<file path="src/design/mem_macros.svh">
`ifndef MEM_MACROS_SVH
`define MEM_MACROS_SVH

// byte address as seen by both requesters
`define MEM_ADDR_W 17

// ram holds 2**12 bytes, upper address bits are ignored
`define MEM_DEPTH_LOG2 12

// instruction and data word
`define MEM_WORD_W 32

`endif

</file>
<file path="src/design/memReqPkg.sv">
`default_nettype none

package memReqPkg;

    // direction of a data port access
    typedef enum logic {
        OpLoad  = 1'b0,
        OpStore = 1'b1
    } memOp;

    // bytes moved by one access
    typedef enum logic [2:0] {
        LenByte = 3'd1,
        LenHalf = 3'd2,
        LenWord = 3'd4
    } accessLen;

endpackage

`default_nettype wire

</file>
<file path="src/design/ramBusPkg.sv">
`default_nettype none

package ramBusPkg;

    // shared by both sequencers
    typedef enum logic [1:0] {
        SeqIdle    = 2'd0,
        SeqIssue   = 2'd1,
        SeqDrain   = 2'd2,
        SeqRespond = 2'd3
    } seqState;

    // who holds the ram port
    typedef enum logic [1:0] {
        OwnerNone  = 2'd0,
        OwnerFetch = 2'd1,
        OwnerData  = 2'd2
    } busOwner;

endpackage

`default_nettype wire

</file>
<file path="src/design/byteBusIf.sv">
`timescale 1ns/1ps
`default_nettype none
`include "mem_macros.svh"

interface byteBusIf;
    logic                   req;
    logic [`MEM_ADDR_W-1:0] addr;
    logic                   we;
    logic [7:0]             wdata;
    logic                   last;
    logic                   gnt;
    // byte arrives one cycle after its granted cycle
    logic [7:0]             rdata;

    modport seq (
        output req, addr, we, wdata, last,
        input  gnt, rdata
    );

    modport arb (
        input  req, addr, we, wdata, last,
        output gnt, rdata
    );
endinterface

`default_nettype wire

</file>
<file path="src/design/dataSequencer.sv">
`timescale 1ns/1ps
`default_nettype none
`include "mem_macros.svh"

module dataSequencer (
    input  wire                    clk,
    input  wire                    rst,
    input  wire                    reqValid,
    output logic                   reqReady,
    input  wire memReqPkg::memOp   op,
    input  wire memReqPkg::accessLen len,
    input  wire [`MEM_ADDR_W-1:0]  addr,
    input  wire [`MEM_WORD_W-1:0]  wdata,
    output logic                   respValid,
    input  wire                    respReady,
    output logic [`MEM_WORD_W-1:0] rdata,
    byteBusIf.seq                  bus
);
    ramBusPkg::seqState     state;
    memReqPkg::memOp        opReg;
    memReqPkg::accessLen    lenReg;
    logic [`MEM_ADDR_W-1:0] baseAddr;
    logic [`MEM_WORD_W-1:0] storeData;
    logic [2:0]             issueCnt;
    logic [1:0]             rxCnt;
    logic                   rdPending;
    logic [`MEM_WORD_W-1:0] word;

    assign reqReady  = (state == ramBusPkg::SeqIdle);
    assign respValid = (state == ramBusPkg::SeqRespond);
    // stores leave the cleared word in place
    assign rdata     = word;

    assign bus.req   = (state == ramBusPkg::SeqIssue);
    assign bus.addr  = baseAddr + `MEM_ADDR_W'(issueCnt);
    assign bus.we    = (opReg == memReqPkg::OpStore);
    assign bus.wdata = storeData[8*issueCnt[1:0] +: 8];
    assign bus.last  = (issueCnt + 3'd1 == 3'(lenReg));

    always_ff @(posedge clk) begin
        if (rst) begin
            state     <= ramBusPkg::SeqIdle;
            issueCnt  <= 3'd0;
            rxCnt     <= 2'd0;
            rdPending <= 1'b0;
        end else begin
            rdPending <= bus.req && bus.gnt && !bus.we;
            if (rdPending) begin
                rxCnt <= rxCnt + 2'd1;
            end
            case (state)
                ramBusPkg::SeqIdle: begin
                    if (reqValid) begin
                        state    <= ramBusPkg::SeqIssue;
                        issueCnt <= 3'd0;
                        rxCnt    <= 2'd0;
                    end
                end
                ramBusPkg::SeqIssue: begin
                    if (bus.gnt) begin
                        issueCnt <= issueCnt + 3'd1;
                        if (bus.last) begin
                            state <= ramBusPkg::SeqDrain;
                        end
                    end
                end
                // a store idles here too so both ops take len+2
                ramBusPkg::SeqDrain: state <= ramBusPkg::SeqRespond;
                default: begin
                    if (respReady) begin
                        state <= ramBusPkg::SeqIdle;
                    end
                end
            endcase
        end
    end

    always_ff @(posedge clk) begin
        if (reqValid && reqReady) begin
            opReg     <= op;
            lenReg    <= len;
            baseAddr  <= addr;
            storeData <= wdata;
            // zero extension comes from this clear
            word      <= '0;
        end else if (rdPending) begin
            word[8*rxCnt +: 8] <= bus.rdata;
        end
    end

    // no byte is issued past len
    assertLastOnLen: assert property (
        @(posedge clk) disable iff (rst)
        bus.req |-> issueCnt < 3'(lenReg)
    );
endmodule

`default_nettype wire

</file>
<file path="src/flat_wrapper.sv">
// flat-port wrapper written by rule: the top's interface ports become plain ports
module dataSequencer_flat 
  (clk, rst, reqValid, reqReady, op, len, addr, wdata, respValid, respReady, rdata, bus_req, bus_addr, bus_we, bus_wdata, bus_last, bus_gnt, bus_rdata);
  byteBusIf bus_i ();
  input  wire clk;
  input  wire rst;
  input  wire reqValid;
  output logic reqReady;
  input  wire memReqPkg::memOp op;
  input  wire memReqPkg::accessLen len;
  input  wire [`MEM_ADDR_W-1:0] addr;
  input  wire [`MEM_WORD_W-1:0] wdata;
  output logic respValid;
  input  wire respReady;
  output logic [`MEM_WORD_W-1:0] rdata;
  output wire logic [$bits(bus_i.req)-1:0] bus_req;
  output wire logic [$bits(bus_i.addr)-1:0] bus_addr;
  output wire logic [$bits(bus_i.we)-1:0] bus_we;
  output wire logic [$bits(bus_i.wdata)-1:0] bus_wdata;
  output wire logic [$bits(bus_i.last)-1:0] bus_last;
  input wire logic [$bits(bus_i.gnt)-1:0] bus_gnt;
  input wire logic [$bits(bus_i.rdata)-1:0] bus_rdata;
  assign bus_req = bus_i.req;
  assign bus_addr = bus_i.addr;
  assign bus_we = bus_i.we;
  assign bus_wdata = bus_i.wdata;
  assign bus_last = bus_i.last;
  assign bus_i.gnt = bus_gnt;
  assign bus_i.rdata = bus_rdata;
  dataSequencer u_core (.clk(clk), .rst(rst), .reqValid(reqValid), .reqReady(reqReady), .op(op), .len(len), .addr(addr), .wdata(wdata), .respValid(respValid), .respReady(respReady), .rdata(rdata), .bus(bus_i));
endmodule
</file>
<file path="config.mk">
export PLATFORM = sky130hd
export DESIGN_NAME = dataSequencer_flat
export DESIGN_NICKNAME = d
export VERILOG_FILES = /design/src/design/memReqPkg.sv /design/src/design/ramBusPkg.sv /design/src/design/byteBusIf.sv /design/src/design/dataSequencer.sv /design/src/flat_wrapper.sv
export VERILOG_INCLUDE_DIRS = /design/src /design/src/design
export SDC_FILE = /design/constraint.sdc
export NUM_CORES = 1
export LEC_CHECK = 0
export CORE_ASPECT_RATIO = 1.25
export CORE_MARGIN = 3
export CORE_UTILIZATION = 50
export DETAILED_ROUTE_END_ITERATION = 10
export DONT_BUFFER_PORTS = 1
export SETUP_SLACK_MARGIN = 0.15
export SYNTH_ARGS = -nofsm -noshare
export SYNTH_HDL_FRONTEND = slang
export SYNTH_SLANG_ARGS = --single-unit
</file>
<file path="constraint.sdc">
create_clock -name clk -period 5.7 [get_ports clk]
set_input_delay 0 -clock clk [delete_from_list [all_inputs] [get_ports clk]]
set_output_delay 0 -clock clk [all_outputs]
set_load 0.01 [all_outputs]
</file>
==> results.yml, run 1 <==
place:
  gp_congestion: 0.793
  place_hpwl_um: 5440
  io_buffers: 0
  dp_slack_ns: 3.37
route:
  drtPass1Iterations: 5
  wl_per_cell_um: 18.9
  ant_nets: 0
  via_per_inst: 5.58
  via_count: 2499
  drt-total-wl_um: 8460
  first_iter_violations: 139
  route.detailed.drc: 0
logic_synthesis:
  yosysUniqueCellTypes: 41
  synth.net_count: 365
  synthFlopType: "edfxtp_1"
  syn_avg_cell_area_um2: 13.6
  synth_edf_count: 53
  postSynthCellCount: 284
  ys_seq_area_share_pct: 62.2
  yosys_warnings: 0
  yosysTopAreaCell: "edfxtp_1"
  synth.most_common_cell: "edfxtp_1"
  yosys-top-cells-count: "edfxtp_1 (53), dfxtp_1 (40), nor2_1 (38)"
  async_flop_share_pct: 0
  synth_area_leaders: "edfxtp_1 (41%), dfxtp_1 (21%), a22oi_1 (6.2%)"
  ys_ff_latch: 93
  yosysTopAreaCellShare_pct: 41.4
  synth_area_um2: 3850
floorplan:
  core_area_um2: 7440
  rows: 35
  die_h_um: 104
  start_util_pct: 51.7
  dieArea_um2: 8790
  die_w_um: 84.5
  io_pins: 128
critical_path:
  worstPathMaxFanout: 14
  criticalPathCategory: "reg -> out"
  critPathArrivalTime_ns: 2.65
  cp_num_buf_inv: 0
  r2r_end: "u_core.issueCnt[2]"
  reg2reg_depth: 5
  cp-start-kind: "register"
  critPathCaptureType: "output port"
  reg2reg_slack_ns: 3.52
  reg2reg_from: "u_core.issueCnt[0]"
  crit_required_ns: 5.70
  crit_chain: "ha_1 > fa_1 > a21oi_1 > nor4_2 > and3_1 > xor2_1"
  max_stage_delay_ns: 0.84
  cp_top_family: "flip-flops"
  crit_slowest_cell: "dfxtp_1"
power:
  p_per_area_nw_per_um2: 367
  p_leak_uw: 0.00173
  peakVddDrop_v: 0.000247
clock_network:
  cts_tree: "done"
  postCtsSetupBuffers: 0
  clock_latency_ns: 0.35
  root_buffer: "clkbuf_8"
  cts_buffers: 9
  cts_buffer_depth: 2
  path_clk_slew_ns: 0.09
  cts_hold_buf: 64
  ctsHtreeMaxLevel: 3
  clock_sinks: 93
  cts_resized: 0
global_routing:
  antenna_found_initial: 0
  grt_max_degree: 88
  grt_pass1_vias: 2610
  overflow: 0
  grt_pass1_wl_um: 13600
  gr-usage-all-layers_pct: 19.6
layout:
  finalNetCount: 432
  n_fill_cell: 593
  drive_above_1_share_pct: 10.4
  diodes: 0
  syn2layout_area_growth_pct: 25.2
sta:
  maxSlewViolCount: 0
  period_minus_slack_ns: 2.65
  setup_viol: 0
  hold_violations: 0
  tightest_slew_ns: 1.03
  min_period_over_period_pct: 46.5
  worst_slack_ns: 3.05
  grt_setup_unrepaired: "false"
  setup_tns_ns: 0
  fin_skew_ns: 0.0127
  slew_headroom_pct: 31.1
  max_freq_mhz: 378
run_status:
  outcome: "completed"
hold_path:
  hold_start: "bus_gnt"
  worstHoldPathType: "in -> reg"
  hold-path-cell-count: 3
  holdPathEnd: "u_core.issueCnt[1]"
job:
  maxCapViolations: 0
==> worst min-delay path: stages <==
cell	delay, ns
and3_1	0.13
o21ai_0	0.08
a21oi_1	0.13
==> how the worst max path moves through the flow <==
| stage | startpoint | end | slack, ns | depth (start not counted) |
|---|---|---|---|---|
| floorplan | u_core.state[0] | u_core.baseAddr[0] | 2.56 | 5 |
| global placement | u_core.issueCnt[0] | bus_addr[16] | 3.38 | 6 |
| detailed placement | u_core.issueCnt[0] | bus_addr[16] | 3.37 | 6 |
| CTS | u_core.issueCnt[0] | bus_addr[16] | 2.97 | 6 |
| global route | u_core.issueCnt[0] | bus_addr[16] | 2.81 | 6 |
| finish | u_core.issueCnt[0] | bus_addr[16] | 3.05 | 6 |
==> logic make-up after synthesis <==
kind of cell / share of synthesized area, %
AO/OA/AOI/OAI: 8.52
multiplexers: 5.20
flip-flops: 62.2
AND/OR/NAND/NOR: 12.8
adder cells (fa/ha/maj): 5.07
buffers and inverters: 1.69
XOR/XNOR: 4.55
==> area by class of cell <==
class / instances / area (µm²) / share of cell area [%]
flip-flops and latches: 93 / 2390 / 49.6
multi-input cells: 175 / 1390 / 28.9
repair buffers: 64 / 641 / 13.3
clock buffers: 10 / 128 / 2.65
clock inverters: 6 / 116 / 2.41
well taps: 92 / 115 / 2.39
inverters: 8 / 32.5 / 0.675
==> routing by layer <==
| layer | GRT usage [%] | share of wire [%] | up-vias |
|---|---|---|---|
| li1 | - | - | 1190 |
| met1 | 23.3 | 39 | 1200 |
| met2 | 32.6 | 50 | 96 |
| met3 | 7.21 | 8.6 | 13 |
| met4 | 7.13 | 1.5 | 0 |
| met5 | 0 | 0 | - |
==> cells in the final DEF, fill, tap and decap left out, types with 4 or more instances in the layout <==
master / instances
edfxtp_1: 53
xnor2_1: 10
ha_1: 14
a22oi_1: 32
xor2_1: 10
dlygate4sd3_1: 64
nand2b_1: 4
a21oi_1: 4
mux4_2: 8
dfxtp_1: 40
o21ai_0: 5
nor3b_1: 4
clkbuf_8: 9
nand2_1: 10
nor2_1: 38
inv_1: 7
==> stage by stage <==
step / area, µm² / cells / utilization, % / hold slack [ns] / power (µW)
4_1_cts: 4820 / 448 / 64.7 / 0.0301 / 1780
6_report: 4820 / 448 / 64.7 / 0.0357 / 1770
5_1_grt: 4820 / 448 / 64.7 / 0.0771 / 1850
3_5_place_dp: 3930 / 368 / 52.8 / 0.0750 / 1220
3_3_place_gp: 3930 / 368 / 52.8 / 0.0723 / 1210
2_1_floorplan: 3850 / 284 / - / 0.0989 / 1150
==> flip-flops by register name, indices dropped and copies added (netlist names) <==
signal	flops
u_core.issueCnt	3
u_core.bus.we	1
u_core.storeData	32
u_core.rdPending	1
u_core.state	2
u_core.lenReg	3
u_core.baseAddr	17
u_core.rxCnt	2
u_core.rdata	32
==> power breakdown <==
part	internal, µW	switching, µW
Combinational	126	207
Sequential	842	65.0
Clock	296	233
No activity file was read; power rests on OpenSTA's default activity.
==> run 2, diff against run 1 <==
PLACE_DENSITY = 0.68   (was unset)
clock period = 2.3 ns   (was 5.7 ns; I/O delays follow)
==> run 2 against run 1 <==
Design area grew 1.8%. Total power grew 140%. Worst setup slack got worse by 2.8 ns. Register-to-register slack worse by 3.2 ns. Clock power rose by 110%. Clock skew decreased by 0.0045 ns. Sequential power increased by 140%. Combinational power grew to 2.9 times the previous value. Critical endpoint is now u_core.rdata[14]. Largest cell class unchanged. Highest routed layer unchanged. Worst hold slack improved by 0.055 ns. Routed wire length up 1.7%. Final cell count up 1.3%. Non-clock buffer count is 6 higher.
==> results.yml, run 2 (synthesized netlist as in run 1, its figures left out) <==
critical_path:
  crit_slowest_cell: "dfxtp_1"
  crit_chain: "inv_4 > ha_1 > nand2_2 > nor4_4 > a22oi_1 > nor2_1"
  max_stage_delay_ns: 0.59
  critPathArrivalTime_ns: 2.32
  worstPathMaxFanout: 8
  criticalPathCategory: "reg -> reg"
  cp-start-kind: "register"
  critPathCaptureType: "register"
  worstSetupStartpoint: "u_core.rxCnt[0]"
  crit_required_ns: 2.59
  reg2reg_from: "u_core.rxCnt[0]"
route:
  drtPass1Iterations: 4
  wl_per_cell_um: 18.9
  route.detailed.drc: 0
  first_iter_violations: 86
  ant_nets: 0
  via_count: 2538
  via_per_inst: 5.59
  drt-total-wl_um: 8600
sta:
  hold_violations: 0
  min_period_over_period_pct: 88.1
  tightest_slew_ns: 0.530
  grt_setup_unrepaired: "false"
  setup_viol: 0
  maxSlewViolCount: 0
  max_freq_mhz: 494
  period_minus_slack_ns: 2.03
  slew_headroom_pct: 64.5
  fin_skew_ns: 0.00818
  setup_tns_ns: 0
hold_path:
  worstHoldPathType: "in -> reg"
  hold_start: "bus_gnt"
global_routing:
  grt_max_degree: 46
  gr-usage-all-layers_pct: 20.2
  overflow: 0
  antenna_found_initial: 0
  grt_pass1_wl_um: 13800
  grt_pass1_vias: 2651
power:
  p_leak_uw: 0.00178
  p_per_area_nw_per_um2: 871
  total_power_uw: 4270
  peakVddDrop_v: 0.000470
place:
  gp_congestion: 0.776
  place_hpwl_um: 5740
  io_buffers: 0
layout:
  n_fill_cell: 560
  layout_commonest_cell: "dlygate4sd3_1"
  finalNetCount: 438
  drive_above_1_share_pct: 14.1
  syn2layout_area_growth_pct: 27.5
  final_cell_mix: "dlygate4sd3_1 (64), edfxtp_1 (53), dfxtp_1 (40)"
  diodes: 0
floorplan:
  core_area_um2: 7440
  rows: 35
  die_w_um: 84.5
  io_pins: 128
  die_h_um: 104
  start_util_pct: 51.7
  dieArea_um2: 8790
clock_network:
  cts_tree: "done"
  clock_sinks: 93
  ctsHtreeMaxLevel: 3
  clock_latency_ns: 0.35
  path_clk_slew_ns: 0.10
  root_buffer: "clkbuf_8"
  cts_buffers: 9
  cts_buffer_depth: 2
run_status:
  outcome: "completed"
job:
  maxCapViolations: 0
-- run 2: worst max-delay path, delay by kind of cell, from the launching register on --
| kind | cells | cell delay (ns) |
|---|---|---|
| AO/OA/AOI/OAI | 1 | 0.13 |
| flip-flops | 1 | 0.59 |
| buffers and inverters | 1 | 0.11 |
| adder cells (fa/ha/maj) | 1 | 0.45 |
| AND/OR/NAND/NOR | 3 | 0.68 |
-- run 2: timing repair --
action / CTS / global route
buffers inserted: 0 / 1
setup endpoints to repair: 4 / 14
hold buffers: 64 / 0
pin swaps: 0 / 2
resized for setup: 2 / 7
hold endpoints to repair: 93 / 0
-- run 2: worst paths after layout --
path              slack [ns]               end  depth (start not counted)
hold / removal          0.09   u_core.state[0]                          3
setup / recovery        0.27  u_core.rdata[14]                          6
setup reg to reg        0.27  u_core.rdata[14]                          6
hold reg to reg         0.55  u_core.rdPending                          1
-- run 2: report_power, final --
group          leakage [µW]  switching [µW]  internal, µW
Combinational      0.000841             564           387
Sequential         0.000829             145          2080
Clock              0.000109             556           542
-- run 2: layout make-up --
cell class	instances	area, µm²	area share [%]
clock inverters	6	70.1	1.43
clock buffers	10	138	2.81
repair buffers	70	711	14.5
multi-input cells	175	1450	29.5
well taps	92	115	2.35
flip-flops and latches	93	2390	48.8
inverters	8	32.5	0.663
-- run 2: metal layers --
metal  share of wire [%]  global-route usage [%]
met1                  36                    22.7
met3                 7.8                    7.05
met5                   0                       0
met2                  54                    35.3
met4                 1.7                    6.79
-- run 2: metrics by stage --
stage | worst slack [ns] | util, % | hold WS (ns) | instance area (µm²) | instances
floorplan | 0.326 | - | 0.0989 | 3850 | 284
global placement | 0.343 | 53.7 | 0.0719 | 4000 | 373
detailed placement | 0.210 | 53.7 | 0.0755 | 4000 | 373
CTS | 0.159 | 65.2 | 0.0649 | 4860 | 453
global route | 0.152 | 65.9 | 0.0969 | 4910 | 454
finish | 0.274 | 65.9 | 0.0908 | 4910 | 454
