--- src/design/mem_macros.svh ---
`ifndef MEM_MACROS_SVH
`define MEM_MACROS_SVH

// byte address as seen by both requesters
`define MEM_ADDR_W 17

// ram holds 2**12 bytes, upper address bits are ignored
`define MEM_DEPTH_LOG2 12

// instruction and data word
`define MEM_WORD_W 32

`endif

--- src/design/ramBusPkg.sv ---
`default_nettype none

package ramBusPkg;

    // shared by both sequencers
    typedef enum logic [1:0] {
        SeqIdle    = 2'd0,
        SeqIssue   = 2'd1,
        SeqDrain   = 2'd2,
        SeqRespond = 2'd3
    } seqState;

    // who holds the ram port
    typedef enum logic [1:0] {
        OwnerNone  = 2'd0,
        OwnerFetch = 2'd1,
        OwnerData  = 2'd2
    } busOwner;

endpackage

`default_nettype wire

--- src/design/byteBusIf.sv ---
`timescale 1ns/1ps
`default_nettype none
`include "mem_macros.svh"

interface byteBusIf;
    logic                   req;
    logic [`MEM_ADDR_W-1:0] addr;
    logic                   we;
    logic [7:0]             wdata;
    logic                   last;
    logic                   gnt;
    // byte arrives one cycle after its granted cycle
    logic [7:0]             rdata;

    modport seq (
        output req, addr, we, wdata, last,
        input  gnt, rdata
    );

    modport arb (
        input  req, addr, we, wdata, last,
        output gnt, rdata
    );
endinterface

`default_nettype wire

--- src/design/fetchSequencer.sv ---
`timescale 1ns/1ps
`default_nettype none
`include "mem_macros.svh"

module fetchSequencer (
    input  wire                    clk,
    input  wire                    rst,
    input  wire                    reqValid,
    output logic                   reqReady,
    input  wire [`MEM_ADDR_W-1:0]  addr,
    output logic                   respValid,
    input  wire                    respReady,
    output logic [`MEM_WORD_W-1:0] inst,
    byteBusIf.seq                  bus
);
    ramBusPkg::seqState     state;
    logic [`MEM_ADDR_W-1:0] baseAddr;
    logic [1:0]             issueCnt;
    logic [1:0]             rxCnt;
    logic                   rdPending;
    logic [`MEM_WORD_W-1:0] word;

    assign reqReady  = (state == ramBusPkg::SeqIdle);
    assign respValid = (state == ramBusPkg::SeqRespond);
    assign inst      = word;

    // always four reads at ascending addresses
    assign bus.req   = (state == ramBusPkg::SeqIssue);
    assign bus.addr  = baseAddr + `MEM_ADDR_W'(issueCnt);
    assign bus.we    = 1'b0;
    assign bus.wdata = 8'h00;
    assign bus.last  = (issueCnt == 2'd3);

    always_ff @(posedge clk) begin
        if (rst) begin
            state     <= ramBusPkg::SeqIdle;
            issueCnt  <= 2'd0;
            rxCnt     <= 2'd0;
            rdPending <= 1'b0;
        end else begin
            rdPending <= bus.req && bus.gnt;
            if (rdPending) begin
                rxCnt <= rxCnt + 2'd1;
            end
            case (state)
                ramBusPkg::SeqIdle: begin
                    if (reqValid) begin
                        state    <= ramBusPkg::SeqIssue;
                        issueCnt <= 2'd0;
                        rxCnt    <= 2'd0;
                    end
                end
                ramBusPkg::SeqIssue: begin
                    if (bus.gnt) begin
                        issueCnt <= issueCnt + 2'd1;
                        if (bus.last) begin
                            state <= ramBusPkg::SeqDrain;
                        end
                    end
                end
                // fourth byte lands during this cycle
                ramBusPkg::SeqDrain: state <= ramBusPkg::SeqRespond;
                default: begin
                    if (respReady) begin
                        state <= ramBusPkg::SeqIdle;
                    end
                end
            endcase
        end
    end

    always_ff @(posedge clk) begin
        if (reqValid && reqReady) begin
            baseAddr <= addr;
        end
        // lane chosen by bytes already returned
        if (rdPending) begin
            word[8*rxCnt +: 8] <= bus.rdata;
        end
    end

    assertAddrHeld: assert property (
        @(posedge clk) disable iff (rst)
        bus.req && !bus.gnt |=> bus.req && $stable(bus.addr)
    );
endmodule

`default_nettype wire

--- src/flat_wrapper.sv ---
// flat-port wrapper written by rule: the top's interface ports become plain ports
module fetchSequencer_flat 
  (clk, rst, reqValid, reqReady, addr, respValid, respReady, inst, bus_req, bus_addr, bus_we, bus_wdata, bus_last, bus_gnt, bus_rdata);
  byteBusIf bus_i ();
  input  wire clk;
  input  wire rst;
  input  wire reqValid;
  output logic reqReady;
  input  wire [`MEM_ADDR_W-1:0] addr;
  output logic respValid;
  input  wire respReady;
  output logic [`MEM_WORD_W-1:0] inst;
  output wire logic [$bits(bus_i.req)-1:0] bus_req;
  output wire logic [$bits(bus_i.addr)-1:0] bus_addr;
  output wire logic [$bits(bus_i.we)-1:0] bus_we;
  output wire logic [$bits(bus_i.wdata)-1:0] bus_wdata;
  output wire logic [$bits(bus_i.last)-1:0] bus_last;
  input wire logic [$bits(bus_i.gnt)-1:0] bus_gnt;
  input wire logic [$bits(bus_i.rdata)-1:0] bus_rdata;
  assign bus_req = bus_i.req;
  assign bus_addr = bus_i.addr;
  assign bus_we = bus_i.we;
  assign bus_wdata = bus_i.wdata;
  assign bus_last = bus_i.last;
  assign bus_i.gnt = bus_gnt;
  assign bus_i.rdata = bus_rdata;
  fetchSequencer u_core (.clk(clk), .rst(rst), .reqValid(reqValid), .reqReady(reqReady), .addr(addr), .respValid(respValid), .respReady(respReady), .inst(inst), .bus(bus_i));
endmodule
--- config.mk ---
export PLATFORM = sky130hd
export DESIGN_NAME = fetchSequencer_flat
export DESIGN_NICKNAME = d
export VERILOG_FILES = /design/src/design/ramBusPkg.sv /design/src/design/byteBusIf.sv /design/src/design/fetchSequencer.sv /design/src/flat_wrapper.sv
export VERILOG_INCLUDE_DIRS = /design/src /design/src/design
export SDC_FILE = /design/constraint.sdc
export NUM_CORES = 1
export LEC_CHECK = 0
export ABC_AREA = 1
export BUFFER_PORTS_ARGS = -buffer_cell sky130_fd_sc_hd__buf_2
export CAP_MARGIN = 10
export CORE_ASPECT_RATIO = 0.5
export CORE_UTILIZATION = 40
export CTS_CLUSTER_SIZE = 16
export DETAILED_ROUTE_END_ITERATION = 8
export PLACE_DENSITY = 0.64
export SLEW_MARGIN = 20
export SYNTH_ARGS = -nofsm -noshare
export SYNTH_HDL_FRONTEND = slang
export SYNTH_SLANG_ARGS = --single-unit
--- constraint.sdc ---
create_clock -name clk -period 5.3 [get_ports clk]
set_input_delay 1.06 -clock clk [delete_from_list [all_inputs] [get_ports clk]]
set_output_delay 1.06 -clock clk [all_outputs]
set_load 0.005 [all_outputs]
==> results of run 1 <==
[area by class of cell]
class                           instances  area share [%]
Multi-Input combinational cell        163            27.1
Tap cell                               88            3.34
Clock buffer                            5            3.80
Sequential cell                        56            48.9
Inverter                               34            3.87
Clock inverter                          3           0.569
Timing Repair Buffer                   82            12.4
[layer usage]
layer	vias to the layer above	GRT usage, %	wire (um)
li1	977	-	-
met4	0	4.95	71
met3	9	3.44	218
met5	-	0	0
met2	55	26.6	2500
met1	909	21.4	2570
[flip-flops by register name (all words and copies together) (netlist names)]
register and count:
u_core.state 2, u_core.rxCnt 2, u_core.baseAddr 17, u_core.inst 32, u_core.rdPending 1, u_core.issueCnt 2
[final timing paths]
kind / from / to / cells after the start / slack, ns
min reg2reg: u_core.state[1] / u_core.state[1] / 2 / 0.53
max: u_core.baseAddr[0] / bus_addr[16] / 9 / 2.39
max reg2reg: u_core.rxCnt[0] / u_core.inst[19] / 6 / 3.34
min: u_core.state[1] / u_core.state[1] / 2 / 0.53
[placed cells by master, fill, tap and decap left out]
cell type   count
nand2_2         6
nand3_2         3
o211ai_1        1
nor3_1         13
dfxtp_1         7
nand3_1         6
nor2_1         48
clkinvlp_4      2
a21oi_1         2
xor2_1          4
buf_2          82
clkbuf_16       5
nand2_1        41
inv_1          32
conb_1          9
o21ai_1         4
edfxtp_1       49
nand2_4         1
xnor2_1         8
o21ai_0         1
clkinv_1        1
nor2_4          3
inv_2           2
ha_1           12
fa_1            1
[critical path: cells and delay by family, from the launching register on]
kind                       cells  cell delay [ns]
DFF                            1             0.36
and+or+nand+nor                5             0.39
buffers and inverters          2             0.18
adders and majority gates      2             0.63
[logic make-up (layout without fill, tap and decap cells)]
family / count (synthesis) / after routing / synth area share [%]
AOI/OAI and AO/OA: 8 / 8 / 1.58
xor gates and xnor gates: 12 / 12 / 3.91
adders and majority gates: 13 / 13 / 6.33
buffers and inverters: 46 / 124 / 7.91
DFF: 56 / 56 / 60.0
other: 1 / 9 / 0.140
and+or+nand+nor: 121 / 121 / 20.2
[report_power, final]
part	switching, mW	leakage, nW	internal (mW)	total (mW)
Combinational	0.164	0.911	0.104	0.268
Clock	0.144	0.0635	0.173	0.318
Sequential	0.0370	0.526	0.535	0.572
Total	0.345	1.50	0.813	1.16
==> metrics, run 1 <==
Iteration-0 DRC Markers between 100 and 150; PwrDens approximately 350 nW/um^2; Global Route Usage Sum 16.0%; CORE AREA around 6300 um^2; top cell type's share of synthesized area between 50% and 60%; status finished clean; worst slack, placed about 2.7 ns; GRT overflow 0; DP HPWL 4.23 mm; CP arrival between 1.5 and 2 ns; total power draw ~1.2 mW; startpoint types flip-flop; post-layout min period between 2 and 3 ns; drt pass-1 iters 4; Synth Flop Type edfxtp_1; CP cell instances ha_1, fa_1, nand3_2, inv_2, nand2_2, nor2_1, nand2_1, nand2_1, buf_2; chip width 118 um; CTS Root Cell clkbuf_16; first-pass GRT wire length ~8.6 mm; CTS resizes 0; layout cell share with drive strength beyond 1 between 30% and 40%; Crit path top cell by count nand2_1; Cells after Synth 257; leading cell types by count after synthesis 49 x edfxtp_1, 48 x nor2_1, 41 x nand2_1, 32 x inv_1, 13 x nor3_1; CP endpoint kind primary output; register area 1610 um^2; Post-Route WL between 5 and 6 mm; count leader, synth edfxtp_1; die area just over 7000 um^2; fin util 52.5%; endpoints failing setup 0; Peak supply drop about 0.00013 V; via count a little under 2000; Critical Path Slowest Stage Cell fa_1; critical path's largest stage delay 0.41 ns; TNS Setup 0 ns; area leader, netlist edfxtp_1; DRC violations left 0; placed insts around 420; crit share post-route roughly 55%; global placement routability congestion about 0.82; Required @ worst endpoint about 4.2 ns; Rel. slew slack between 50% and 60%; Avg Synthesized Cell Area between 10 and 15 um^2; number of global-route vias before repair between 1500 and 2000; worst setup margin about 2.4 ns; Synth Cell Area roughly 2700 um^2; P&R area growth vs syn 22.7%; FMAX roughly 340 MHz; Inserted Diodes 0; largest net degree at the start of global routing 18; Max FO, Critical Path 3; number of antenna violations at the first check in global routing 0; CTS tree built; clock skew approximately 0.0062 ns; Via-to-Cell Ratio approximately 4.5; post-route ant nets 0; Async SR Flop Fraction 0%; IO Count 92; Layout Nets 385; clock sinks 56; Crit Path Class reg -> out; max-slew violation count 0; WL/cell 12.4 um; Final Cell Area approximately 3300 um^2; Initial Util 42.8%; clock latency on the worst-skew pair approximately 0.29 ns; WHS 0.532 ns; Fillers just under 600; Max Cap Viol 0; dpl cell area between 3000 and 4000 um^2; Num CTS Buffers 5; synth unique cells 24; clock buffer depth 2; flops & latches, synth 56; area taken by multi-input logic gates roughly 890 um^2; Rows 20; hold crit path type reg -> reg; setup repair bufs after CTS 0; post-synthesis sequential area ratio 60.0%; I/O Buffers 82; Die H 60.0 um; Clk pin slew, worst setup/hold paths approximately 0.070 ns; Yosys warning total 0; CTS H-tree depth 2; EDFF count, synth between 40 and 50; worst slew pin tran about 0.6 ns; Hold Buf Count CTS 0; fin cells between 400 and 500; Final Hold Vio Count 0; leakage ~1.5 nW; RSZ-0062 raised after global routing false; Area contributors post-synth edfxtp_1 55%, nor2_1 6.7%, nand2_1 5.7%, ha_1 5.6%, dfxtp_1 5.2%
(Power assumes the default switching activity.)
==> inputs of run 2 (changes only) <==
- ABC_AREA: 1 -> 0
- clock period: 5.3 -> 2.8 ns (I/O delays scaled with it)
==> run 2 against run 1 <==
Net effect:
- synthesized cell count decreased by 25%
- critical path type unchanged
- largest cell class unchanged
- global-route usage decreased by 0.14 points
- clock skew about the same
- highest routed layer unchanged
==> metrics, run 2 <==
status finished clean; switching pwr ~0.63 mW; Max FO, Critical Path 6; count leader, synth edfxtp_1; EDFF count, synth 49; P&R area growth vs syn 23.9%; CTS H-tree depth 2; area taken by multi-input logic gates between 900 and 1000 um^2; Hold Buf Count CTS 0; CTS resizes 0; delay-heaviest family, CP adder cells; WHS 0.437 ns; post-layout min period ~2.4 ns; CP endpoint kind primary output; crit share post-route 86.9%; DP HPWL slightly above 4 mm; Peak supply drop 0.000263 V; synth unique cells 36; first-pass GRT wire length between 7 and 8 mm; flops & latches, synth 56; Pint approximately 1.6 mW; CTS Root Cell clkbuf_16; Global Route Usage Sum 15.9%; Synth Flop Type edfxtp_1; Crit Path Class reg -> out; Die H just under 60 um; Fillers between 500 and 600; leading cell types by count after synthesis 49 x edfxtp_1, 28 x and2_1, 12 x ha_1, 11 x and3_1, 10 x xnor2_1; most frequent cells in the layout 82 x buf_2, 49 x edfxtp_1, 28 x and2_1, 12 x ha_1, 11 x and3_1; Cells after Synth 194; Critical Path Slowest Stage Cell dfxtp_1; Post-Route WL roughly 5.3 mm; setup repair bufs after CTS 0; hold crit path type in -> reg; Seq pwr share about half; CP arrival 1.87 ns; top sig layer met4; I/O Buffers about 80; clock share of power roughly 29%; DR WL met2 2.68 mm; met3 wire length 256 um; clock buffer depth 2; layout cell share with drive strength beyond 1 between 30 and 40%; global placement routability congestion approximately 0.77; TNS Setup 0 ns; IO Count 92; register area roughly 1600 um^2; via count roughly 1700; die area 6890 um^2; number of global-route vias before repair between 1500 and 2000; wl on met1 about 2.2 mm; chip width roughly 120 um; critical path's largest stage delay 0.41 ns; total power draw ~2.2 mW; CTS tree built; GRT overflow 0; RSZ-0062 raised after global routing false; Initial Util 42.3%; largest net degree at the start of global routing 20; Final Hold Vio Count 0; CP cell instances ha_1, fa_1, nand4_4, nor2_1, xor2_1, buf_2; Max Cap Viol 0; number of antenna violations at the first check in global routing 0; Rel. slew slack 45.7%; Inserted Diodes 0; worst slew pin tran 0.813 ns; Clk pin slew, worst setup/hold paths roughly 0.070 ns; leakage approximately 1.4 nW; max reg flops 32; Avg Synthesized Cell Area approximately 13 um^2; Num CTS Buffers 5; Layout Nets 324; Yosys warning total 0; drt pass-1 iters 4; FMAX approximately 400 MHz; Async SR Flop Fraction 0%; Synth Cell Area roughly 2600 um^2; clock sinks between 50 and 60; dpl cell area around 3100 um^2; endpoints failing setup 0; DRC violations left 0; post-route ant nets 0; Via-to-Cell Ratio ~4.7; Area contributors post-synth edfxtp_1 56%, and2_1 6.7%, ha_1 5.7%, dfxtp_1 5.4%, xnor2_1 3.3%; Required @ worst endpoint around 2.2 ns; PwrDens roughly 700 nW/um^2; WL/cell around 14 um; startpoint types flip-flop; crit path buf inv count 1; Sw Share 28.4%; clock skew roughly 0.0065 ns; max-slew violation count 0; top cell type's share of synthesized area a little under three fifths; Iteration-0 DRC Markers between 70 and 80; Final Cell Area between 3000 and 4000 um^2; combinational share of power between 20% and 30%; most common cell after layout, fill and taps aside buf_2; CORE AREA 6180 um^2; post-synthesis sequential area ratio 61.6%; clock latency on the worst-skew pair between 0.2 and 0.3 ns; Rows 20; area leader, netlist edfxtp_1
[run 2: cell count changes after synthesis, moves of 3 or more]
cell / before / now
nand4_1: 0 / 3
nand2_2: 6 / 0
and2_1: 0 / 28
nand2_1: 41 / 8
nor2_4: 3 / 0
nor2_1: 48 / 7
o21ai_1: 4 / 0
nor3b_1: 0 / 3
inv_1: 32 / 5
nand3_2: 3 / 0
and3_1: 0 / 11
nor3_1: 13 / 2
[run 2: final cells by class]
type / count / area share (%)
Clock buffer: 5 / 3.86
Clock inverter: 3 / 0.772
Inverter: 5 / 0.579
Multi-Input combinational cell: 130 / 28.8
Sequential cell: 56 / 49.7
Tap cell: 88 / 3.40
Timing Repair Buffer: 83 / 12.9
[run 2: power by group through the flow]
stage	sequential [mW]	combinational [mW]	clock, mW
after detailed placement	1.12	0.478	0
after global placement	1.12	0.464	0
final	1.10	0.475	0.638
after global routing	1.12	0.532	0.683
after floorplan	1.10	0.309	0
after CTS	1.11	0.480	0.649
[run 2: kinds of logic after synthesis]
| group | Yosys count | synth area share (%) |
|---|---|---|
| fa+ha+maj | 13 | 6.50 |
| flops | 56 | 61.6 |
| compound gates | 10 | 2.58 |
| other cells | 1 | 0.143 |
| simple gates | 81 | 19.6 |
| xor+xnor | 16 | 5.35 |
| mux | 1 | 0.382 |
| buf+inv | 16 | 3.87 |
[run 2: stage by stage]
stage	util, %	cells	setup WS (ns)
CTS	52.5	370	0.348
floorplan	-	202	0.897
finish	52.5	370	0.367
global placement	50.0	362	0.721
global route	52.5	370	0.227
detailed placement	50.0	362	0.603
[run 2: routing by layer]
metal	vias to the layer above	track usage (%)
li1	842	-
met1	813	19.1
met2	55	28.2
met3	11	3.37
met4	0	6.59
met5	-	0
[run 2: worst reg2reg max path, delay by kind of cell, from the launching register on]
family / cells / cell delay [ns]
flip-flops: 1 / 0.44
buffers and inverters: 1 / 0.15
AND/OR/NAND/NOR: 2 / 0.96
adder cells (fa/ha/maj): 1 / 0.50
[run 2: final timing paths]
path / startpoint / to / slack [ns] / cells after the start
worst max-delay path: u_core.issueCnt[0] / bus_addr[12] / 0.37 / 6
worst min-delay path: addr[14] / u_core.baseAddr[14] / 0.44 / 1
worst max register to register: u_core.rxCnt[0] / u_core.inst[18] / 0.62 / 4
worst min register to register: u_core.state[1] / u_core.state[1] / 0.53 / 2
==> inputs of run 3 (changes only) <==
- PLACE_DENSITY: 0.64 -> 0.76
==> run 3 against run 2 <==
Net effect:
- final area is 0.31% lower
- die area stayed put
- flip-flop and latch count stayed put
- clock skew is 0.00053 ns lower
- non-clock buffer count is 1 lower
- combinational power is 1% lower
- routed wire length is 1.8% lower
- critical path depth stayed put
- first-iteration DRC count is 9.9% lower
- clock-buffer cell count stayed put
- setup slack better by 0.042 ns
- maximum frequency is 1.8% higher
- largest cell class unchanged
- highest routed layer is now met3
==> metrics, run 3 (synthesis gave the netlist of run 2 again) <==
Layout Nets around 320; clock latency on the worst-skew pair 0.29 ns; CTS H-tree depth 2; largest net degree at the start of global routing 19; PwrDens 679 nW/um^2; Via-to-Cell Ratio approximately 4.5; Max Cap Viol 0; Setup crit start u_core.baseAddr[0]; Rel. slew slack 48.1%; setup repair bufs after CTS 0; Final Cell Area about 3200 um^2; I/O Buffers 82; Critical Path Slowest Stage Cell fa_1; CTS resizes 0; Hold Buf Count CTS 0; number of antenna violations at the first check in global routing 0; register area 1610 um^2; combinational share of power approximately a fifth; crit share post-route a little under nine tenths; CTS Root Cell clkbuf_16; reg2reg path depth 4; Pint between 1.5 and 2 mW; status finished clean; CP endpoint kind primary output; FF-to-FF Start u_core.rxCnt[0]; clock buffer depth 2; clock skew around 0.006 ns; Post-Route WL 5.16 mm; worst setup margin ~0.41 ns; GRT overflow 0; endpoints failing setup 0; CP cell instances ha_1, fa_1, nand4_4, nor2_1, xor2_1, buf_2; Clk pin slew, worst setup/hold paths ~0.070 ns; leakage 1.43 nW; Crit Path Class reg -> out; most frequent cells in the layout 82 x buf_2, 49 x edfxtp_1, 28 x and2_1, 12 x ha_1, 11 x and3_1; Final Hold Vio Count 0; WL/cell 14.0 um; chip width 116 um; post-layout min period around 2.4 ns; DP HPWL around 4.1 mm; area taken by multi-input logic gates between 900 and 1000 um^2; Reg2Reg Capture Point u_core.inst[17]; WHS 0.446 ns; Initial Util 42.3%; Sw Share between 20 and 30%; worst slack, placed 0.713 ns; first-pass GRT wire length 7.64 mm; critical path's largest stage delay 0.51 ns; Die H 59.2 um; post-route ant nets 0; layout cell share with drive strength beyond 1 around a third; FMAX roughly 420 MHz; Iteration-0 DRC Markers 64; fin util approximately 52%; Critical Path Sink bus_addr[12]; Global Route Usage Sum 14.9%; RSZ-0062 raised after global routing false; Num CTS Buffers 5; r2r setup slk a little over 0.7 ns; CTS tree built; number of global-route vias before repair 1545; DRC violations left 0; worst slew pin tran just under 0.8 ns; global placement routability congestion 0.752; clock share of power about 28%; P&R area growth vs syn 23.5%; hold depth 1; via count ~1700; Seq pwr share 50.4%; hold crit path type in -> reg; drt pass-1 iters 4; TNS Setup 0 ns; max reg flops 32; most common cell after layout, fill and taps aside buf_2; die area just under 7000 um^2; Required @ worst endpoint between 2 and 2.5 ns; Peak supply drop 0.000311 V; clock sinks 56; Max FO, Critical Path 6; IO Count 92; Inserted Diodes 0; CORE AREA 6180 um^2; dpl cell area 3090 um^2; Fillers around 530; max-slew violation count 0; startpoint types flip-flop; switching pwr roughly 0.62 mW; CP arrival approximately 1.8 ns; Rows 20
-- run 3: area by class of cell --
| cell class | instances | area share [%] |
|---|---|---|
| clock buffers | 5 | 3.87 |
| clock inverters | 3 | 0.697 |
| inverters | 5 | 0.580 |
| multi-input cells | 130 | 28.9 |
| flip-flops and latches | 56 | 49.8 |
| well taps | 88 | 3.41 |
| repair buffers | 82 | 12.7 |
-- run 3: worst min path at each step --
stage                     slack, ns             endpoint                from
after global routing           0.43   u_core.baseAddr[5]             addr[5]
after global placement         0.49   u_core.issueCnt[0]  u_core.issueCnt[0]
after CTS                      0.44   u_core.baseAddr[5]             addr[5]
after floorplan                0.47   u_core.issueCnt[0]  u_core.issueCnt[0]
final                          0.45  u_core.baseAddr[16]            addr[16]
after detailed placement       0.51   u_core.issueCnt[0]  u_core.issueCnt[0]
-- run 3: through the flow --
step / std cells / power, mW
floorplan: 202 / 1.41
global placement: 361 / 1.57
detailed placement: 361 / 1.60
CTS: 369 / 2.21
global route: 369 / 2.31
finish: 369 / 2.20
-- run 3: worst max-delay path, delay by kind of cell, from the launching register on --
family        cells  cell delay [ns]
xor+xnor          1             0.13
buf+inv           1             0.12
flops             1             0.37
fa+ha+maj         2             0.72
simple gates      2             0.20
-- run 3: routing by layer --
layer	global-route usage [%]	vias to the layer above	share of wire, %
met5	0	-	0
met4	3.30	0	0
met3	3.58	0	4.4
met2	26.9	43	51
met1	18.2	783	44
li1	-	840	-
-- run 3: power by group through the flow --
| stage | logic, mW | clock network [mW] | registers, mW |
|---|---|---|---|
| after global placement | 0.450 | 0 | 1.12 |
| final | 0.469 | 0.621 | 1.11 |
| after CTS | 0.477 | 0.629 | 1.11 |
| after detailed placement | 0.478 | 0 | 1.12 |
| after floorplan | 0.309 | 0 | 1.10 |
| after global routing | 0.531 | 0.666 | 1.12 |
