===== config.mk =====
export PLATFORM = sky130hd
export DESIGN_NAME = ramArbiter_flat
export DESIGN_NICKNAME = d
export VERILOG_FILES = /design/src/design/ramBusPkg.sv /design/src/design/byteBusIf.sv /design/src/design/ramArbiter.sv /design/src/flat_wrapper.sv
export VERILOG_INCLUDE_DIRS = /design/src /design/src/design
export SDC_FILE = /design/constraint.sdc
export NUM_CORES = 1
export LEC_CHECK = 0
export ABC_AREA = 0
export BUFFER_PORTS_ARGS = -buffer_cell sky130_fd_sc_hd__buf_2
export CAP_MARGIN = 30
export CELL_PAD_IN_SITES_DETAIL_PLACEMENT = 0
export CELL_PAD_IN_SITES_GLOBAL_PLACEMENT = 1
export CORE_MARGIN = 2
export CORE_UTILIZATION = 16
export DETAILED_ROUTE_END_ITERATION = 6
export GPL_ROUTABILITY_DRIVEN = 0
export PLACE_DENSITY = 0.77
export SYNTH_ARGS = -nofsm -noshare
export SYNTH_HDL_FRONTEND = slang
export SYNTH_SLANG_ARGS = --single-unit

===== constraint.sdc =====
create_clock -name clk -period 1.6 [get_ports clk]
set_input_delay 0 -clock clk [delete_from_list [all_inputs] [get_ports clk]]
set_output_delay 0 -clock clk [all_outputs]
set_load 0.01 [all_outputs]

===== src/design/mem_macros.svh =====
`ifndef MEM_MACROS_SVH
`define MEM_MACROS_SVH

// byte address as seen by both requesters
`define MEM_ADDR_W 17

// ram holds 2**12 bytes, upper address bits are ignored
`define MEM_DEPTH_LOG2 12

// instruction and data word
`define MEM_WORD_W 32

`endif


===== src/design/ramBusPkg.sv =====
`default_nettype none

package ramBusPkg;

    // shared by both sequencers
    typedef enum logic [1:0] {
        SeqIdle    = 2'd0,
        SeqIssue   = 2'd1,
        SeqDrain   = 2'd2,
        SeqRespond = 2'd3
    } seqState;

    // who holds the ram port
    typedef enum logic [1:0] {
        OwnerNone  = 2'd0,
        OwnerFetch = 2'd1,
        OwnerData  = 2'd2
    } busOwner;

endpackage

`default_nettype wire


===== src/design/byteBusIf.sv =====
`timescale 1ns/1ps
`default_nettype none
`include "mem_macros.svh"

interface byteBusIf;
    logic                   req;
    logic [`MEM_ADDR_W-1:0] addr;
    logic                   we;
    logic [7:0]             wdata;
    logic                   last;
    logic                   gnt;
    // byte arrives one cycle after its granted cycle
    logic [7:0]             rdata;

    modport seq (
        output req, addr, we, wdata, last,
        input  gnt, rdata
    );

    modport arb (
        input  req, addr, we, wdata, last,
        output gnt, rdata
    );
endinterface

`default_nettype wire


===== src/design/ramArbiter.sv =====
`timescale 1ns/1ps
`default_nettype none
`include "mem_macros.svh"

module ramArbiter (
    input  wire                   clk,
    input  wire                   rst,
    input  wire                   ioBufferFull,
    byteBusIf.arb                 fetchBus,
    byteBusIf.arb                 dataBus,
    output logic                  ramWe,
    output logic [`MEM_ADDR_W-1:0] ramAddr,
    output logic [7:0]            ramWdata,
    input  wire [7:0]             ramRdata
);
    ramBusPkg::busOwner owner;
    ramBusPkg::busOwner grantee;
    ramBusPkg::busOwner rdOwner;
    logic               granted;
    logic               selWe;
    logic               selLast;

    // current owner keeps the port, data wins when it is free
    always_comb begin
        grantee = ramBusPkg::OwnerNone;
        if (!ioBufferFull) begin
            case (owner)
                ramBusPkg::OwnerFetch: begin
                    if (fetchBus.req) begin
                        grantee = ramBusPkg::OwnerFetch;
                    end
                end
                ramBusPkg::OwnerData: begin
                    if (dataBus.req) begin
                        grantee = ramBusPkg::OwnerData;
                    end
                end
                default: begin
                    if (dataBus.req) begin
                        grantee = ramBusPkg::OwnerData;
                    end else if (fetchBus.req) begin
                        grantee = ramBusPkg::OwnerFetch;
                    end
                end
            endcase
        end
    end

    assign fetchBus.gnt = (grantee == ramBusPkg::OwnerFetch);
    assign dataBus.gnt  = (grantee == ramBusPkg::OwnerData);
    assign granted      = (grantee != ramBusPkg::OwnerNone);

    assign ramAddr  = fetchBus.gnt ? fetchBus.addr  : dataBus.addr;
    assign ramWdata = fetchBus.gnt ? fetchBus.wdata : dataBus.wdata;
    assign selWe    = fetchBus.gnt ? fetchBus.we    : dataBus.we;
    assign selLast  = fetchBus.gnt ? fetchBus.last  : dataBus.last;
    assign ramWe    = granted && selWe;

    always_ff @(posedge clk) begin
        if (rst) begin
            owner   <= ramBusPkg::OwnerNone;
            rdOwner <= ramBusPkg::OwnerNone;
        end else begin
            if (granted) begin
                owner <= selLast ? ramBusPkg::OwnerNone : grantee;
            end
            rdOwner <= (granted && !selWe) ? grantee : ramBusPkg::OwnerNone;
        end
    end

    // read byte goes back to whoever issued it a cycle ago
    assign fetchBus.rdata = (rdOwner == ramBusPkg::OwnerFetch) ? ramRdata : 8'h00;
    assign dataBus.rdata  = (rdOwner == ramBusPkg::OwnerData)  ? ramRdata : 8'h00;

    assertOneGrant: assert property (
        @(posedge clk) disable iff (rst)
        !(fetchBus.gnt && dataBus.gnt)
    );

    assertStallBlocks: assert property (
        @(posedge clk) disable iff (rst)
        ioBufferFull |-> !fetchBus.gnt && !dataBus.gnt && !ramWe
    );
endmodule

`default_nettype wire


===== src/flat_wrapper.sv =====
// flat-port wrapper written by rule: the top's interface ports become plain ports
module ramArbiter_flat 
  (clk, rst, ioBufferFull, ramWe, ramAddr, ramWdata, ramRdata, fetchBus_req, fetchBus_addr, fetchBus_we, fetchBus_wdata, fetchBus_last, fetchBus_gnt, fetchBus_rdata, dataBus_req, dataBus_addr, dataBus_we, dataBus_wdata, dataBus_last, dataBus_gnt, dataBus_rdata);
  byteBusIf fetchBus_i ();
  byteBusIf dataBus_i ();
  input  wire clk;
  input  wire rst;
  input  wire ioBufferFull;
  output logic ramWe;
  output logic [`MEM_ADDR_W-1:0] ramAddr;
  output logic [7:0] ramWdata;
  input  wire [7:0] ramRdata;
  input wire logic [$bits(fetchBus_i.req)-1:0] fetchBus_req;
  input wire logic [$bits(fetchBus_i.addr)-1:0] fetchBus_addr;
  input wire logic [$bits(fetchBus_i.we)-1:0] fetchBus_we;
  input wire logic [$bits(fetchBus_i.wdata)-1:0] fetchBus_wdata;
  input wire logic [$bits(fetchBus_i.last)-1:0] fetchBus_last;
  output wire logic [$bits(fetchBus_i.gnt)-1:0] fetchBus_gnt;
  output wire logic [$bits(fetchBus_i.rdata)-1:0] fetchBus_rdata;
  input wire logic [$bits(dataBus_i.req)-1:0] dataBus_req;
  input wire logic [$bits(dataBus_i.addr)-1:0] dataBus_addr;
  input wire logic [$bits(dataBus_i.we)-1:0] dataBus_we;
  input wire logic [$bits(dataBus_i.wdata)-1:0] dataBus_wdata;
  input wire logic [$bits(dataBus_i.last)-1:0] dataBus_last;
  output wire logic [$bits(dataBus_i.gnt)-1:0] dataBus_gnt;
  output wire logic [$bits(dataBus_i.rdata)-1:0] dataBus_rdata;
  assign fetchBus_i.req = fetchBus_req;
  assign fetchBus_i.addr = fetchBus_addr;
  assign fetchBus_i.we = fetchBus_we;
  assign fetchBus_i.wdata = fetchBus_wdata;
  assign fetchBus_i.last = fetchBus_last;
  assign fetchBus_gnt = fetchBus_i.gnt;
  assign fetchBus_rdata = fetchBus_i.rdata;
  assign dataBus_i.req = dataBus_req;
  assign dataBus_i.addr = dataBus_addr;
  assign dataBus_i.we = dataBus_we;
  assign dataBus_i.wdata = dataBus_wdata;
  assign dataBus_i.last = dataBus_last;
  assign dataBus_gnt = dataBus_i.gnt;
  assign dataBus_rdata = dataBus_i.rdata;
  ramArbiter u_core (.clk(clk), .rst(rst), .ioBufferFull(ioBufferFull), .fetchBus(fetchBus_i), .dataBus(dataBus_i), .ramWe(ramWe), .ramAddr(ramAddr), .ramWdata(ramWdata), .ramRdata(ramRdata));
endmodule

==> metrics, run 1 <==
run status finished, violations left; failing checks negative setup slack; Synth Area in Compound Gates 0.0508; drt wl/cell 11.9 um; die area between 5000 and 6000 um2; smallest setup slack after layout -0.341 ns; Final Util 0.376; Worst Clk Skew between 0.004 and 0.005 ns; Die Wd approximately 70 um; Final Hold Viols 0; clk slew on worst S/H paths about 0.03 ns; Post-Synth Simple-Gate Area 0.264; Hold Crit Class primary input to flip-flop; Pins Over Slew Limit 0; Starting Density 0.168; final setup vio count 28; crit end category output pin; Max stage delay on crit path 0.39 ns; Post-synth top flop dfxtp_1; Root Driver clkbuf_8; Bufs on Longest Clock Path 2; I/O pin count about 110; crit path max fanout 10; Setup Crit Path Kind flip-flop to output pin; Max Cap Viol 0; initial antenna violation count 0; CP startpoint kind flip-flop; flops & latches, synth 4; Lkg Pwr between 0.0009 and 0.001 uW; fin cells 245; Crit-path slowest cell and4bb_4; clk sinks 4; largest family of logic cells by synthesized area multiplexers; post-DP HPWL ~2300 um; first-pass GRT wire length roughly 3900 um; worst path bufs/invs 3; clk_lat worst skew 0.22 ns; mux contribution to synthesized area 0.477; vias in the first global route 872; peak supply drop roughly 0.00033 V; worst-margin pin slew roughly 0.4 ns; Unique masters post-synth 21; Via density around 3.9; dpl cell area 1360 um2; initial drt markers 31; crit path time final around 1.9 ns; Cell Rows 24; Top delay family on crit path simple AND/OR/NAND/NOR gates; WP data required 1.60 ns; dominant cell type by area after synthesis mux2_4; register area share after synthesis 0.108; data arrival time of the worst path between 1.5 and 2 ns; PD cells 459 nW/um2; largest cells by area after synthesis mux2_4 (39%), and2_1 (14%), dfxtp_1 (11%); largest net degree at the start of global routing 20; Worst slew margin 0.732; Die Ht a little over 70 um; most common cell after layout, fill and taps aside buf_2; placed cell count approximately 240; global-route usage over all layers 0.0939; Post-Synthesis Cells 74; commonest cells after routing, fill and taps aside buf_2 (88), buf_6 (23), mux2_4 (22), and2_1 (17); fin area 1660 um2; worst path cell trace inv_2 -> ha_4 -> nor2_2 -> and4bb_4 -> buf_12 -> mux2_1 -> buf_2; Residual DRC 0; CTS tree built; post-synthesis adder-cell area fraction 0.0338; drt pass-1 iters 4; Async SR Flop Fraction 0; Final nets around 260; Vias roughly 960; worst slack, placed -0.106 ns; count of warnings emitted by yosys 0; gr ovfl total 0; H-tree depth 1; Post-synth EDFFs 0; RSZ-0062 raised after global routing yes; Post-Route WL 2920 um; Antenna Violating Nets Remaining 0; final worst path period share 1.21; Synth top area share 0.386; layout cells sized above 1 0.788; Post-Synthesis Cell Area roughly 740 um2; Inserted Clock Buffers 3; Area Overhead vs Synth 124%; XOR/XNOR share of the synthesized area 0; Antenna Cells 0; achievable frequency 515 MHz; I/O Buffers 110; Synth Net Count 143; Core ar. 4410 um2; Syn Area/Cell approximately 10 um2
==> layer usage <==
| metal | GRT usage | share of wire |
|---|---|---|
| met1 | 0.0989 | 0.38 |
| met2 | 0.177 | 0.53 |
| met3 | 0.0181 | 0.071 |
| met4 | 0.0461 | 0.016 |
| met5 | 0 | 0 |
==> kinds of logic after synthesis <==
logic type / Yosys count
mux: 25
flops: 4
simple gates: 33
compound gates: 5
fa+ha+maj: 2
buf+inv: 5
==> stage by stage <==
step / hold slack (ns) / power, uW / setup TNS [ns]
3_5_place_dp: 0.195 / 439 / -2.27
2_1_floorplan: 0.0724 / 289 / 0
3_3_place_gp: 0.193 / 438 / -1.40
6_report: 0.118 / 761 / -8.18
5_1_grt: 0.121 / 800 / -10.31
4_1_cts: 0.113 / 705 / -8.01
==> cell usage after synthesis, types with 2 or more instances <==
| cell | instances |
|---|---|
| buf_8 | 2 |
| mux2_1 | 6 |
| inv_1 | 2 |
| nor3_1 | 2 |
| nand2_1 | 3 |
| nor2_1 | 5 |
| mux2_4 | 19 |
| dfxtp_1 | 4 |
| ha_1 | 2 |
| nor2b_1 | 2 |
| and2_1 | 17 |
==> where the power goes <==
group	leakage (uW)	internal (uW)	switching [uW]
registers	0.0000330	104	2.79
logic	0.000853	277	157
clock network	0.0000216	161	58.4
==> sequential cells by signal, indices dropped and copies added, names as in the netlist <==
name            count
u_core.rdOwner      2
u_core.owner        2
==> worst register-to-register path, cell delays in order, from the launching register on <==
cell and delay, ns:
dfxtp_2 0.33, inv_2 0.05, ha_4 0.28, o21ai_4 0.06, buf_4 0.13, buf_6 0.11
or2_4 0.25, buf_4 0.14, a32o_1 0.21
==> area by class of cell <==
type | instances | area (um2)
fillers | 447 | 2760
repair buffers | 119 | 802
multi-input cells | 65 | 661
flip-flops and latches | 4 | 81.3
well taps | 52 | 65.1
clock buffers | 3 | 41.3
inverters | 2 | 7.51
==> final timing paths <==
| check | start | to | slack [ns] | cells after the start |
|---|---|---|---|---|
| max | u_core.owner[0]$_SDFFE_PP0P_ | ramWdata[0] | -0.34 | 7 |
| min reg2reg | u_core.owner[1]$_SDFFE_PP0P_ | u_core.owner[1]$_SDFFE_PP0P_ | 0.56 | 2 |
| min | fetchBus_we | u_core.rdOwner[0]$_SDFF_PP0_ | 0.12 | 3 |
| max reg2reg | u_core.owner[0]$_SDFFE_PP0P_ | u_core.owner[0]$_SDFFE_PP0P_ | -0.07 | 8 |
==> timing repair <==
action / CTS / global route
endpoints found under the hold margin: 2 / 0
cloned: 0 / 1
pin swaps: 0 / 3
hold buffers: 2 / 0
gates resized for setup: 14 / 22
endpoints found under the setup margin: 27 / 28
buffers inserted: 0 / 3
Note: power is estimated with default switching activity, not from simulation.
==> run 2, diff against run 1 <==
RECOVER_POWER = 50   (was default)
SETUP_SLACK_MARGIN = 0.05   (was default)
==> metrics, run 2 (synthesis results as in run 1) <==
Worst slew margin 0.734 (+0.00265); clk sinks 4 (unchanged); Via density 4.00 (+2.4%); commonest cells after routing, fill and taps aside buf_2 (76), mux2_4 (25), buf_6 (25), and2_1 (15), clkbuf_1 (9); crit path time final 1.90 ns (-0.0371 ns); largest net degree at the start of global routing 14 (-30%); Inserted Clock Buffers 3 (unchanged); run status finished, violations left; Fillers 456 (+2.0%); achievable frequency 525 MHz (+2.0%); Sw Share 0.272 (-0.0155); Max stage delay on crit path 0.39 ns (about the same); Die Wd 72.0 um (unchanged); final worst path period share 1.19 (-0.0232); Largest regs u_core.owner x2, u_core.rdOwner x2; Post-Route WL 2990 um (+2.5%); Pins Over Slew Limit 0 (unchanged); Hold Crit Class primary input to flip-flop; I/O Buffers 110 (unchanged); Core ar. 4410 um2 (unchanged); sw power 206 uW (-5.6%); Pwr Total 759 uW (-0.21%); CP startpoint kind flip-flop; register share of total power 0.142 (about the same); drt pass-1 iters 2 (-2); PD cells 450 nW/um2 (-2.0%); reg2reg start u_core.owner[0]$_SDFFE_PP0P_; Worst Clk Skew 0.00313 ns (-0.00116 ns); post-DP HPWL 2320 um (+0.15%); Area Overhead vs Synth 128%; smallest setup slack after layout -0.304 ns (+0.0371 ns); FF-to-FF End u_core.owner[0]$_SDFFE_PP0P_; Lkg Pwr 0.000888 uW (-2.2%); hold_sp fetchBus_we; Starting Density 0.168 (unchanged); Max Cap Viol 0 (unchanged); I/O pin count 111 (unchanged); global-route usage over all layers 0.0927 (-0.00118); most common cell after layout, fill and taps aside buf_2; worst reg2reg setup slack 0.18 ns (+0.25 ns); die area 5180 um2 (unchanged); gr ovfl total 0 (unchanged); worst path cell trace inv_2 -> ha_4 -> nor2_1 -> and4bb_4 -> buf_16 -> mux2_4 -> buf_6; Final nets 264 (unchanged); Hold Path Cell Cnt 3 (unchanged); Antenna Cells 0 (unchanged); crit end category output pin; R2R cell count 6 (-2); combinational power share 0.590 (+0.019); Die Ht 72.0 um (unchanged); Fin Hold WS 0.123 ns (+0.00575 ns); Vias 980 (+2.4%); Hold EP u_core.rdOwner[0]$_SDFF_PP0_; data arrival time of the worst path 1.90 ns (-0.04 ns); H-tree depth 1 (unchanged); first-pass GRT wire length 3860 um (unchanged); Clock Power Share 0.268 (-0.020); initial antenna violation count 0 (unchanged); worst slack, placed -0.0978 ns (+0.00816 ns); Antenna Violating Nets Remaining 0 (unchanged); clk slew on worst S/H paths 0.03 ns (about the same); worst-margin pin slew 0.398 ns (-0.00397 ns); vias in the first global route 869 (-0.34%); fin area 1690 um2 (+1.8%); initial drt markers 19 (-39%); Cell Rows 24 (unchanged); drt wl/cell 12.2 um (+2.5%); failing checks negative setup slack; Bufs on Longest Clock Path 2 (unchanged); RSZ-0062 raised after global routing yes; final setup vio count 26 (-7.1%); cell internal pwr 553 uW (+2.0%); Final Hold Viols 0 (unchanged); crit path max fanout 13 (+3); clk_lat worst skew 0.21 ns (about the same); Setup Crit Path Kind flip-flop to output pin; CTS tree built; layout cells sized above 1 0.756 (-0.0311); Residual DRC 0 (unchanged); setup TNS -7.22 ns (+0.957 ns); Crit-path slowest cell and4bb_4; WP data required 1.60 ns (about the same); Root Driver clkbuf_8; dpl cell area 1360 um2 (-0.46%); peak supply drop 0.000550 V (+67%)
run 2: per-stage QoR:
step,util,std cells
floorplan,-,74
global placement,0.307,235
detailed placement,0.307,235
CTS,0.337,243
global route,0.382,245
finish,0.382,245
run 2: power by group through the flow:
stage	combinational [uW]	clock, uW	sequential (uW)
2_1_floorplan	180	0	108
3_3_place_gp	327	0	109
6_report	448	203	108
5_1_grt	476	219	108
3_5_place_dp	328	0	109
4_1_cts	359	209	108
run 2: final cells by class:
type,instances,area (um2),share of cell area
timing repair buffer,119,818,0.485
multi-input combinational,65,673,0.399
sequential,4,82.6,0.0489
tap,52,65.1,0.0385
clock buffer,3,41.3,0.0245
inverter,2,7.51,0.00445
run 2: per-layer routing:
layer  track usage  share of wire  up-vias
li1              -              -      497
met1         0.101           0.36      436
met2         0.180           0.56       45
met3        0.0181          0.072        2
met4        0.0252         0.0033        0
met5             0              0        -
run 2: critical path: cells and delay by family, from the launching register on:
kind	cells	cell delay, ns
multiplexers	1	0.31
flip-flops	1	0.32
buffers and inverters	3	0.34
AND/OR/NAND/NOR	2	0.44
adder cells (fa/ha/maj)	1	0.27
run 2: worst max path at each step:
stage	start	to	slack, ns	cells after the start
6_report	u_core.owner[0]$_SDFFE_PP0P_	ramAddr[0]	-0.30	7
5_1_grt	u_core.owner[0]$_SDFFE_PP0P_	ramAddr[8]	-0.36	7
4_1_cts	u_core.owner[1]$_SDFFE_PP0P_	ramAddr[16]	-0.30	6
3_5_place_dp	u_core.owner[0]$_SDFFE_PP0P_	ramAddr[14]	-0.1	7
3_3_place_gp	u_core.owner[0]$_SDFFE_PP0P_	ramAddr[15]	-0.07	7
2_1_floorplan	u_core.owner[0]$_SDFFE_PP0P_	ramAddr[0]	0.04	7
run 2: repair_timing:
action                                 in CTS  in global routing
gates cloned                                1                  1
buffers inserted                            2                  1
hold buffers                                2                  0
pin swaps                                   3                  2
setup endpoints to repair                  27                 28
gates resized for setup                     8                 31
endpoints found under the hold margin       2                  0
==> run 3, diff against run 2 <==
==> constraint.sdc (replaced) <==
create_clock -name clk -period 1.6 [get_ports clk]
set_input_delay 0.16 -clock clk [delete_from_list [all_inputs] [get_ports clk]]
set_output_delay 0.16 -clock clk [all_outputs]
set_load 0.01 [all_outputs]
==> metrics, run 3 (synthesis results as in run 1) <==
Crit path depth 7 (unchanged); vias in the first global route 923 (+6.2%); Antenna Violating Nets Remaining 0 (unchanged); global-route usage over all layers 0.0992 (+0.00647); Starting Density 0.168 (unchanged); initial drt markers 11 (-8); I/O Buffers 110 (unchanged); Lkg Pwr 0.000915 uW (+3.1%); Final Hold Viols 0 (unchanged); Fillers 447 (-2.0%); WL met1 1160 um (+7.6%); RSZ-0062 raised after global routing yes; worst reg2reg setup slack -0.04 ns (-0.22 ns); drt wl/cell 13.0 um (+6.9%); failing checks negative setup slack; Crit-path slowest cell and4bb_4; dpl cell area 1360 um2 (unchanged); Die Wd 72.0 um (unchanged); worst slack, placed -0.267 ns (-0.169 ns); setup TNS -12.97 ns (-5.75 ns); Vias 1013 (+3.4%); R2R cell count 8 (+2); CP startpoint kind flip-flop; number of hold buffers added after CTS 0 (-2); worst path cell trace inv_2 -> ha_4 -> nor2_2 -> and4bb_4 -> clkbuf_16 -> mux2_4 -> buf_6; clk_lat worst skew 0.22 ns (about the same); Worst Clk Skew 0.00324 ns (+0.000116 ns); crit end category output pin; Hold Crit Class primary input to flip-flop; Top delay family on crit path simple AND/OR/NAND/NOR gates; achievable frequency 473 MHz (-9.9%); CTS tree built; PD cells 463 nW/um2 (+2.9%); worst-margin pin slew 0.372 ns (-0.0254 ns); I/O pin count 111 (unchanged); Area Overhead vs Synth 134%; Residual DRC 0 (unchanged); smallest setup slack after layout -0.514 ns (-0.210 ns); die area 5180 um2 (unchanged); Die Ht 72.0 um (unchanged); Hold Path Cell Cnt 2 (-1); final worst path period share 1.32 (+0.131); largest net degree at the start of global routing 27 (+13); Core ar. 4410 um2 (unchanged); hold_sp dataBus_we; clk slew on worst S/H paths 0.03 ns (about the same); Post-Route WL 3180 um (+6.5%); Antenna Cells 0 (unchanged); Final nets 263 (-0.38%); clk sinks 4 (unchanged); met3 WL post-DR 326 um (+52%); data arrival time of the worst path 1.95 ns (+0.05 ns); crit path time final 2.11 ns (+0.210 ns); reg2reg start u_core.owner[0]$_SDFFE_PP0P_; worst path bufs/invs 3 (unchanged); Worst slew margin 0.751 (+0.0170); peak supply drop 0.000425 V (-23%); Max Cap Viol 0 (unchanged); Bufs on Longest Clock Path 2 (unchanged); most common cell after layout, fill and taps aside buf_2; top layer in use met4; first-pass GRT wire length 4170 um (+7.8%); Pins Over Slew Limit 0 (unchanged); Root Driver clkbuf_8; Max stage delay on crit path 0.41 ns (+0.02 ns); gr ovfl total 0 (unchanged); Setup Crit Path Kind flip-flop to output pin; Via density 4.15 (+3.8%); layout cells sized above 1 0.813 (+0.0560); fin area 1730 um2 (+2.7%); Cell Rows 24 (unchanged); wire length on met2 1670 um (-1.1%); WP data required 1.44 ns (-0.16 ns); Hold EP u_core.rdOwner[1]$_SDFF_PP0_; Largest regs u_core.owner x2, u_core.rdOwner x2; crit path max fanout 6 (-7); H-tree depth 1 (unchanged); Inserted Clock Buffers 3 (unchanged); register area 82.6 um2 (unchanged); commonest cells after routing, fill and taps aside buf_2 (81), buf_6 (29), mux2_4 (25), and2_1 (12), and2_0 (5); initial antenna violation count 0 (unchanged); area of the multi-input gates 708 um2 (+5.2%); drt pass-1 iters 4 (+2); FF-to-FF End u_core.owner[0]$_SDFFE_PP0P_; final setup vio count 29 (+12%); run status finished, violations left
==> run 3: changes by cell type in the layout (fill, tap and decap cells not counted), sizes merged <==
cell / delta
clkbuf: -5
dlygate4sd3: -2
buf: +6
==> run 3: timing repair <==
action | 4_1_cts | 5_1_grt
resized for setup | 23 | 23
gates cloned | 0 | 3
pin swaps | 5 | 4
setup endpoints to repair | 28 | 30
buffers inserted | 2 | 1
==> run 3: where the power goes <==
group,internal (uW),switching (uW)
clock network,161,60.3
logic,300,172
registers,105,3.57
==> run 3: final cells by class <==
type,count,area share
Clock buffer,3,0.0238
Inverter,2,0.00433
Multi-Input combinational cell,65,0.409
Sequential cell,4,0.0477
Tap cell,52,0.0375
Timing Repair Buffer,118,0.478
==> run 3: routing by layer <==
layer  vias up  global-route usage
li1        497                   -
met5         -                   0
met1       453               0.106
met2        60               0.193
met4         0              0.0314
met3         3              0.0194
==> run 3: worst max path at each step <==
stage,startpoint,to
5_1_grt,u_core.owner[0]$_SDFFE_PP0P_,ramAddr[2]
6_report,u_core.owner[0]$_SDFFE_PP0P_,ramAddr[6]
4_1_cts,u_core.owner[0]$_SDFFE_PP0P_,ramAddr[15]
3_3_place_gp,u_core.owner[0]$_SDFFE_PP0P_,ramWdata[0]
2_1_floorplan,u_core.owner[0]$_SDFFE_PP0P_,ramAddr[0]
3_5_place_dp,u_core.owner[0]$_SDFFE_PP0P_,ramAddr[15]
==> run 3: metrics by stage <==
step                      instances  power [uW]  hold WS, ns  utilization
after global placement          235         441        0.355        0.307
after CTS                       240         734        0.123        0.352
after floorplan                  74         292        0.225            -
final                           244         802        0.124        0.393
after detailed placement        235         443        0.355        0.307
after global routing            244         844        0.132        0.393
